### src/aluPkg.sv
// ALU package with command codes, result-select codes and the default operand width
package aluPkg;

    // Operand width used by the top level unless overridden
    localparam int defaultDataWidth = 32;

    // Operation code driven into the ALU
    typedef logic [2:0] aluCmd_t;

    localparam aluCmd_t cmdAdd  = 3'd0;
    localparam aluCmd_t cmdSub  = 3'd1;
    localparam aluCmd_t cmdXor  = 3'd2;
    localparam aluCmd_t cmdSlt  = 3'd3;
    localparam aluCmd_t cmdAnd  = 3'd4;
    localparam aluCmd_t cmdNand = 3'd5;
    localparam aluCmd_t cmdNor  = 3'd6;
    localparam aluCmd_t cmdOr   = 3'd7;

    // Which datapath unit reaches the result
    typedef logic [2:0] resultSel_t;

    // Adder output, used by ADD and SUB
    localparam resultSel_t selArith = 3'd0;
    localparam resultSel_t selXor   = 3'd1;
    localparam resultSel_t selSlt   = 3'd2;
    // NAND unit, also gives AND with the output inverted
    localparam resultSel_t selNand  = 3'd3;
    // NOR unit, also gives OR with the output inverted
    localparam resultSel_t selNor   = 3'd4;

endpackage
### src/aluTop.sv
// Registered 32-bit ALU top level joining the decoder, datapath units and result stage
`timescale 1ns/1ps

module aluTop #(
    parameter int dataWidth = aluPkg::defaultDataWidth
) (
    input  logic                 clk,
    input  logic                 arstN,
    input  aluPkg::aluCmd_t      command,
    input  logic [dataWidth-1:0] operandA,
    input  logic [dataWidth-1:0] operandB,
    output logic [dataWidth-1:0] result,
    output logic                 carryOut,
    output logic                 zero,
    output logic                 overflow
);

    import aluPkg::*;

    resultSel_t           resultSel;
    logic                 invertB;
    logic                 invertOut;
    logic                 carryIn;

    logic [dataWidth-1:0] sum;
    logic                 arithCarry;
    logic                 arithOverflow;
    logic [dataWidth-1:0] xorResult;
    logic [dataWidth-1:0] nandResult;
    logic [dataWidth-1:0] norResult;

    aluControl uControl (
        .command   (command),
        .resultSel (resultSel),
        .invertB   (invertB),
        .invertOut (invertOut),
        .carryIn   (carryIn)
    );

    adderSubtractor #(
        .dataWidth (dataWidth)
    ) uAdder (
        .a        (operandA),
        .b        (operandB),
        .invertB  (invertB),
        .carryIn  (carryIn),
        .sum      (sum),
        .carryOut (arithCarry),
        .overflow (arithOverflow)
    );

    logicUnit #(
        .dataWidth (dataWidth)
    ) uLogic (
        .a          (operandA),
        .b          (operandB),
        .invertOut  (invertOut),
        .xorResult  (xorResult),
        .nandResult (nandResult),
        .norResult  (norResult)
    );

    // Single register stage, so outputs follow inputs by one cycle
    resultStage #(
        .dataWidth (dataWidth)
    ) uResult (
        .clk           (clk),
        .arstN         (arstN),
        .resultSel     (resultSel),
        .sum           (sum),
        .arithCarry    (arithCarry),
        .arithOverflow (arithOverflow),
        .xorResult     (xorResult),
        .nandResult    (nandResult),
        .norResult     (norResult),
        .result        (result),
        .carryOut      (carryOut),
        .zero          (zero),
        .overflow      (overflow)
    );

endmodule

### src/resultStage.sv
// Result selection, SLT forming, flag gating and the registered ALU outputs
`timescale 1ns/1ps

module resultStage #(
    parameter int dataWidth = 32
) (
    input  logic                 clk,
    input  logic                 arstN,
    input  aluPkg::resultSel_t   resultSel,
    input  logic [dataWidth-1:0] sum,
    input  logic                 arithCarry,
    input  logic                 arithOverflow,
    input  logic [dataWidth-1:0] xorResult,
    input  logic [dataWidth-1:0] nandResult,
    input  logic [dataWidth-1:0] norResult,
    output logic [dataWidth-1:0] result,
    output logic                 carryOut,
    output logic                 zero,
    output logic                 overflow
);

    import aluPkg::*;

    logic [dataWidth-1:0] sltWord;
    logic [dataWidth-1:0] nextResult;
    logic                 isArith;
    logic                 nextCarry;
    logic                 nextOverflow;

    // A < B when the difference is negative, unless the subtraction overflowed
    assign sltWord = {{(dataWidth-1){1'b0}}, sum[dataWidth-1] ^ arithOverflow};

    always_comb begin
        case (resultSel)
            selArith: nextResult = sum;
            selXor:   nextResult = xorResult;
            selSlt:   nextResult = sltWord;
            selNand:  nextResult = nandResult;
            selNor:   nextResult = norResult;
            default:  nextResult = '0;
        endcase
    end

    // Flags only mean something for ADD and SUB
    assign isArith      = (resultSel == selArith);
    assign nextCarry    = isArith & arithCarry;
    assign nextOverflow = isArith & arithOverflow;

    always_ff @(posedge clk or negedge arstN) begin
        if (!arstN) begin
            result   <= '0;
            carryOut <= 1'b0;
            overflow <= 1'b0;
        end else begin
            result   <= nextResult;
            carryOut <= nextCarry;
            overflow <= nextOverflow;
        end
    end

    assign zero = ~|result;

    // SLT and the logic ops never leak the adder flags
    assert property (@(posedge clk) disable iff (!arstN)
        (resultSel != selArith) |=> (!carryOut && !overflow))
        else $error("Arithmetic flag set after a non-arithmetic select");

    // zero tracks the word selected one cycle earlier
    assert property (@(posedge clk) disable iff (!arstN)
        1'b1 |=> (zero == ($past(nextResult) == '0)))
        else $error("zero flag does not match the captured result");

endmodule

### src/logicUnit.sv
// Bitwise XOR, NAND/AND and NOR/OR unit with a shared output inversion
`timescale 1ns/1ps

module logicUnit #(
    parameter int dataWidth = 32
) (
    input  logic [dataWidth-1:0] a,
    input  logic [dataWidth-1:0] b,
    input  logic                 invertOut,
    output logic [dataWidth-1:0] xorResult,
    output logic [dataWidth-1:0] nandResult,
    output logic [dataWidth-1:0] norResult
);

    logic [dataWidth-1:0] invMask;
    logic [dataWidth-1:0] nandRaw;
    logic [dataWidth-1:0] norRaw;

    assign invMask = {dataWidth{invertOut}};

    assign nandRaw = ~(a & b);
    assign norRaw  = ~(a | b);

    assign xorResult = a ^ b;

    // Inverting NAND and NOR gives AND and OR
    assign nandResult = nandRaw ^ invMask;
    assign norResult  = norRaw ^ invMask;

endmodule

### src/adderSubtractor.sv
// Ripple-carry adder with optional operand-B inversion for subtraction
`timescale 1ns/1ps

module adderSubtractor #(
    parameter int dataWidth = 32
) (
    input  logic [dataWidth-1:0] a,
    input  logic [dataWidth-1:0] b,
    input  logic                 invertB,
    input  logic                 carryIn,
    output logic [dataWidth-1:0] sum,
    output logic                 carryOut,
    output logic                 overflow
);

    // carry[i] is the carry into bit i
    logic [dataWidth:0]   carry;
    logic [dataWidth-1:0] bIn;
    logic [dataWidth-1:0] halfSum;

    assign bIn      = b ^ {dataWidth{invertB}};
    assign carry[0] = carryIn;

    genvar i;
    generate
        for (i = 0; i < dataWidth; i = i + 1) begin : gRipple
            assign halfSum[i]   = a[i] ^ bIn[i];
            assign sum[i]       = halfSum[i] ^ carry[i];
            // Generate or propagate
            assign carry[i + 1] = (a[i] & bIn[i]) | (halfSum[i] & carry[i]);
        end
    endgenerate

    assign carryOut = carry[dataWidth];

    // Signed overflow when the carry into the sign bit differs from the carry out
    assign overflow = carry[dataWidth-1] ^ carry[dataWidth];

endmodule

### src/aluControl.sv
// ALU command decoder producing the result select and the adder and logic controls
`timescale 1ns/1ps

module aluControl (
    input  aluPkg::aluCmd_t    command,
    output aluPkg::resultSel_t resultSel,
    output logic               invertB,
    output logic               invertOut,
    output logic               carryIn
);

    import aluPkg::*;

    always_comb begin
        resultSel = selArith;
        invertB   = 1'b0;
        invertOut = 1'b0;
        carryIn   = 1'b0;
        case (command)
            cmdAdd: begin
                resultSel = selArith;
            end
            cmdSub: begin
                resultSel = selArith;
                invertB   = 1'b1;
                carryIn   = 1'b1;
            end
            // SLT runs a subtraction and keeps only its sign
            cmdSlt: begin
                resultSel = selSlt;
                invertB   = 1'b1;
                carryIn   = 1'b1;
            end
            cmdXor: begin
                resultSel = selXor;
            end
            cmdNand: begin
                resultSel = selNand;
            end
            cmdAnd: begin
                resultSel = selNand;
                invertOut = 1'b1;
            end
            cmdNor: begin
                resultSel = selNor;
            end
            cmdOr: begin
                resultSel = selNor;
                invertOut = 1'b1;
            end
            default: begin
                resultSel = selArith;
            end
        endcase
    end

endmodule

### config.mk
export PLATFORM = sky130hd
export DESIGN_NAME = aluTop
export DESIGN_NICKNAME = d
export VERILOG_FILES = /design/src/aluPkg.sv /design/src/aluTop.sv /design/src/resultStage.sv /design/src/logicUnit.sv /design/src/adderSubtractor.sv /design/src/aluControl.sv
export SDC_FILE = /design/constraint.sdc
export NUM_CORES = 1
export LEC_CHECK = 0
export BUFFER_PORTS_ARGS = -buffer_cell sky130_fd_sc_hd__buf_2
export CAP_MARGIN = 5
export CORE_AREA = 8 8 114 116
export DETAILED_ROUTE_END_ITERATION = 8
export DIE_AREA = 0 0 122 124
export PLACE_DENSITY = 0.75
export RECOVER_POWER = 50
export SLEW_MARGIN = 40
export SYNTH_ARGS = -nofsm -noshare
export SYNTH_HDL_FRONTEND = slang
export SYNTH_SLANG_ARGS = --single-unit
### constraint.sdc
create_clock -name clk -period 1.45 [get_ports clk]
set_input_delay 0.29 -clock clk [delete_from_list [all_inputs] [get_ports clk]]
set_output_delay 0.29 -clock clk [all_outputs]
set_load 0.1 [all_outputs]
# ---- After elaboration in Yosys (flattened, before gate mapping)
# Index checks and enable logic that the tools add are counted.
dict set report word_totals {
  ff_bits 34
  output_inout_bits 35
  inputBits 69
}
dict set report classes {
  n_eq_ne 11
  n_mux 4
  n_reduce_logical 9
  n_bitwise 172
}
# op count
set ops {}
lappend ops {{case mux 32 bit (5 select lines)} 1}
lappend ops {{bitwise XOR 32 bit} 4}
lappend ops {{AND 1 bit} 66}
lappend ops {{bitwise XOR 1 bit} 66}
lappend ops {{NOT 32 bit} 2}
lappend ops {{AND 32 bit} 1}
lappend ops {{OR 1 bit} 32}
lappend ops {{OR 32 bit} 1}
lappend ops {{OR reduction 32 bit} 1}
lappend ops {{equality test 3 bit (second input constant)} 5}
lappend ops {{case mux 3 bit (5 select lines)} 1}
lappend ops {{equality test 3 x 2 -> 1 bit (second input constant)} 4}
lappend ops {{OR reduction 2 bit} 5}
lappend ops {{equality test 3 x 1 -> 1 bit (second input constant)} 2}
lappend ops {{zero test 3 bit} 2}
lappend ops {{2-to-1 mux 1 bit} 2}
lappend ops {{zero test 1 bit} 1}

# ---- Depth between registers and ports, before layout
dict set report depth {
  ltp_word 72
  depth_mapped 42
  depth_no_buf 39
}

# ---- By module
# A second synthesis with hierarchy kept.
dict set report hier_totals {
  hier_cells 502
  area_unflattened_um2 4728.3
}
# mod cells_each instances area_per_inst_um2
set by_module_without_submodules {}
lappend by_module_without_submodules {logicUnit 199 1 1725.4}
lappend by_module_without_submodules {resultStage 164 1 1695.4}
lappend by_module_without_submodules {adderSubtractor 131 1 1238.7}
lappend by_module_without_submodules {aluControl 8 1 68.8}

# ---- Worst setup path before layout
# Ideal clock, no wire load.
dict set report synth_path {
  path_kind {input port to flip-flop}
  startpoint {input port command[2]}
  endpoint {register uResult.result[31]}
  arrival_ns 13.947
  n_path_buf 3
  setup_slack_ns -12.630
  path_stages 42
  required_ns 1.318
  path_cell_list {buf_6 > nand2b_1 > buf_2 > buf_4 > xnor2_1 > fa_1 > fa_1 > fa_1 > fa_1 > fa_1 > fa_1 > fa_1 > fa_1 > fa_1 > fa_1 > fa_1 > fa_1 > fa_1 > [6 not listed] > fa_1 > fa_1 > fa_1 > fa_1 > fa_1 > fa_1 > fa_1 > inv_1 > fa_1 > inv_1 > fa_1 > fa_1 > inv_1 > fa_1 > inv_1 > fa_1 > a22oi_1 > o21ai_1}
}
dict set report synth_between {
  elab_chain_cells 69
  word_cells_on_any_way 151
  cone_classes {eq/ne (11); mux (4); bitwise (129); reduce/logical (7)}
}
# element line
set synth_lines {}
lappend synth_lines {{start, declared} aluTop.sv:9} ;# input aluPkg::aluCmd_t command,
lappend synth_lines {{equality test 3 x 1 -> 1 bit / equality test 3 x 2 -> 1 bit (equally long branches)} aluControl.sv:19} ;# case (command)
lappend synth_lines {{OR reduction 2 bit (no line)} --}
lappend synth_lines {{2-to-1 mux 1 bit} aluControl.sv:19}
lappend synth_lines {{bitwise XOR 32 bit} adderSubtractor.sv:21} ;# assign bIn = b ^ {dataWidth{invertB}};
lappend synth_lines {{bitwise XOR 1 bit} adderSubtractor.sv:27} ;# assign halfSum[i] = a[i] ^ bIn[i];
lappend synth_lines {{AND 1 bit} adderSubtractor.sv:30} ;# assign carry[i + 1] = (a[i] & bIn[i]) | (halfSum[i] & carry[i]);
lappend synth_lines {{OR 1 bit} adderSubtractor.sv:30}
lappend synth_lines {{AND 1 bit} adderSubtractor.sv:30}
lappend synth_lines {{[54 not listed]} --}
lappend synth_lines {{OR 1 bit} adderSubtractor.sv:30}
lappend synth_lines {{AND 1 bit} adderSubtractor.sv:30}
lappend synth_lines {{OR 1 bit} adderSubtractor.sv:30}
lappend synth_lines {{AND 1 bit} adderSubtractor.sv:30}
lappend synth_lines {{OR 1 bit} adderSubtractor.sv:30}
lappend synth_lines {{bitwise XOR 1 bit} adderSubtractor.sv:28} ;# assign sum[i] = halfSum[i] ^ carry[i];
lappend synth_lines {{case mux 32 bit (5 select lines) *} resultStage.sv:34} ;# case (resultSel)
lappend synth_lines {{via uResult.nextResult[31]} resultStage.sv:25} ;# logic [dataWidth-1:0] nextResult;
lappend synth_lines {{end signal, assigned} resultStage.sv:55} ;# result <= nextResult;
lappend synth_lines {{end, declared} resultStage.sv:16} ;# output logic [dataWidth-1:0] result,
# The timed path passes the listed nets; every way through them passes the cells marked *.

# ---- Final worst setup path
# Same ends and word-level chain as after synthesis.

==> summary.md <==
| Metric | Value |
|---|---|
| Crit share post-route | `854.8%` |
| Post-synth top flop | `dfrtp_1` |
| Core area | `11,170 um2` |
| P&R area growth vs syn | `43.71%` |
| CTS tree | `done` |
| Peak VDD IR | `about 620 uV` |
| Synth warn | `0` |
| Worst setup SP type | `primary input` |
| Slowest stage cell on the critical path | `fa_2` |
| DRC Markers | `0` |
| Cell Area, Synth | `about 4600 um2` |
| Net Count, Synth | `610` |
| CP endpoint kind | `flip-flop` |
| Final Wtd Congestion | `0.9123` |
| Total gr overflow | `0` |
| Crit-path max cell delay | `roughly 440 ps` |
| Num Clock Sinks | `34` |
| Sequential Power Share | `20.2%` |
| Most used cell, CP | `fa_2` |
| Overall die height | `between 100 and 150 um` |
| Leakage power | `3.237 nW` |
| DP HPWL | `10,800 um` |
| Tightest Pin Transition | `between 700 and 800 ps` |
| Die W | `about 120 um` |
| Root buf cell | `clkbuf_16` |
| Logic gate share of total power | `roughly 60%` |
| Failing checks | `negative setup slack` |
| Routed vias | `4,033` |
| DR iter-0 viols | `between 200 and 250` |
| Crit path kind | `in -> reg` |
| #FFs+latches synth | `34` |
| Min Tclk post-route | `between 10,000 and 15,000 ps` |
| Fmax achieved | `80.68 MHz` |
| Switch share | `43.81%` |
| Outcome | `finished, violations left` |
| Ant diodes | `0` |
| Register area share after synthesis | `roughly 18%` |
| Pin count of the biggest net entering global routing | `51` |
| Final layout net count | `just under 800` |
| HP Class | `in -> reg` |
| GRT Total Usage | `approximately 18%` |
| Async SR Flop Fraction | `100.0%` |
| Share of cells above drive strength 1 | `between 50% and 60%` |
| Drt first pass iters | `5` |
| Max Cap Viol | `0` |
| Initial antenna violation count | `0` |
| Cell-internal power | `3.410 mW` |
| Number of port buffers | `103` |
| Final Hold Viols | `0` |
| CTS Buf Count | `5` |
| # IOs | `104` |
| Switch Pwr | `2.659 mW` |
| Syn avg cell area | `10.39 um2` |
| Row count | `39` |
| Number of synthesized flops with an enable pin | `0` |
| Vias in the first global route | `4,650` |
| Worst slew margin | `a little over half` |
| Distinct cell type count after synthesis | `37` |
| RSZ-0062 raised after global routing | `yes` |
| DIE AREA | `~15,000 um2` |
| CP Data Arrival Time | `around 13,000 ps` |
| ANT nets after route | `0` |
| Final slew viol count | `0` |
| Worst setup margin | `-10,940 ps` |
| Setup WS pre-CTS | `-11,290 ps` |
| PwrDens | `a little over 900 nW/um2` |
| CTS clk-pin slew, worst paths | `60 ps` |
| Drt total wl | `about 14,000 um` |
| WP data required | `roughly 1600 ps` |
| Vias per inst | `~5.3` |
| First-pass GRT wire length | `22,450 um` |
| Clock power frac | `between 20% and 30%` |
| WHS | `approximately 480 ps` |
| Maximum root-to-sink buffer count | `2` |
| Crit path max fanout | `3` |
| Gate Count Post-Synth | `approximately 450` |
| Initial Utilization | `between 40 and 50%` |
| H-Tree Depth | `2` |
| Final setup viols | `34` |
| Avg WL per Cell | `roughly 18 um` |
## sequential cells by signal (all words and copies together), names as in the netlist
name	cells
uResult.overflow	1
uResult.carryOut	1
uResult.result	32
## cells in the mapped netlist, types with 3 or more instances
cell      number  area, um2
mux2_2        19      214.0
nor4_1         8      50.05
a21oi_1        7      35.03
xnor2_1       31      271.5
ha_1          64      800.8
buf_4          5      37.54
inv_1         69      259.0
dfrtp_1       34      850.8
a211oi_1      10      75.07
a22oi_1       39      292.8
nor2_1         3      11.26
a21oi_2        4      35.03
fa_1          32      640.6
mux2i_1       43      430.4
buf_6         13      146.4
a221o_1       10      100.1
buf_8          3      45.04
buf_2          9      45.04
nand2_1        3      11.26
o21ai_1       19      95.09
## layer usage
layer	routed length [um]	track usage (%)	share of wire (%)
met1	5201	19.66	37
met2	7596	35.12	55
met3	764	3.581	5.5
met4	371	7.402	2.7
met5	0	0	0
## power groups by stage
stage               logic [mW]  clock network [mW]  registers, mW
finish                    3.61                1.23           1.23
global route              3.83                1.27           1.24
CTS                       3.56                1.23           1.21
detailed placement        3.49                   0           1.22
global placement          3.38                   0           1.22
floorplan                 1.09                   0           2.24
## final timing paths
kind | from | endpoint | slack (ps) | cells after the start
min in group asynchronous | arstN | uResult.result[30] | 580 | 2
worst min-delay path | operandA[12] | uResult.result[12] | 480 | 3
worst max-delay path | command[2] | uResult.result[31] | -10940 | 40
max in group asynchronous | arstN | uResult.result[24] | 180 | 3
## layout by cell type (no fill, tap or decap), types with 3 or more instances in the layout
cell type / n
mux2_2: 19
buf_4: 83
clkbuf_16: 5
xnor2_1: 30
mux2i_1: 43
inv_1: 65
a22oi_1: 24
a22oi_2: 16
dfrtp_1: 13
o21ai_1: 19
dfrtp_2: 21
buf_6: 3
nor4_1: 3
nand2_1: 3
fa_2: 31
buf_12: 34
inv_2: 4
a21oi_1: 7
buf_2: 72
ha_1: 64
a211oi_1: 10
a221o_1: 10
a21oi_2: 4
nor4_2: 4
## metrics by stage
stage | util [%] | TNS (ps) | total power, mW | cell area [um2] | std cells
after floorplan | - | -212300 | 3.326 | 4775 | 445
after global placement | 56.53 | -209650 | 4.593 | 6317 | 746
after detailed placement | 56.53 | -213430 | 4.710 | 6317 | 746
after CTS | 58.66 | -203040 | 5.989 | 6555 | 757
after global routing | 59.49 | -209210 | 6.337 | 6648 | 758
final | 59.49 | -202070 | 6.068 | 6648 | 758
## cell families after synthesis
group	count (synthesis)	share of synthesized area [%]
adders and majority gates	96	31.16
buffers and inverters	101	11.69
AOI/OAI and AO/OA	96	15.20
xor gates and xnor gates	32	6.059
muxes	64	14.58
DFF	34	18.39
and+or+nand+nor	22	2.922
## area by class of cell
cell class / count / area (um2)
flip-flops and latches: 34 / 877.1
multi-input cells: 310 / 3456
well taps: 143 / 178.9
inverters: 69 / 259.0
repair buffers: 194 / 1712
clock inverters: 3 / 40.04
clock buffers: 5 / 125.1
fillers: 922 / 4527
## what timing repair did
action | CTS | global route
gates resized for setup | 11 | 19
pin swaps | 6 | 6
endpoints found under the setup margin | 35 | 35
buffers inserted | 3 | 1
endpoints found under the hold margin | 11 | 0
hold buffers | 1 | 0
## critical path, delay by kind of cell
| kind | cells | cell delay [ps] |
|---|---|---|
| fa+ha+maj | 31 | 11350 |
| xor+xnor | 1 | 150 |
| compound gates | 2 | 240 |
| buf+inv | 5 | 310 |
| simple gates | 1 | 180 |
Note: power is estimated with default switching activity, not from simulation.
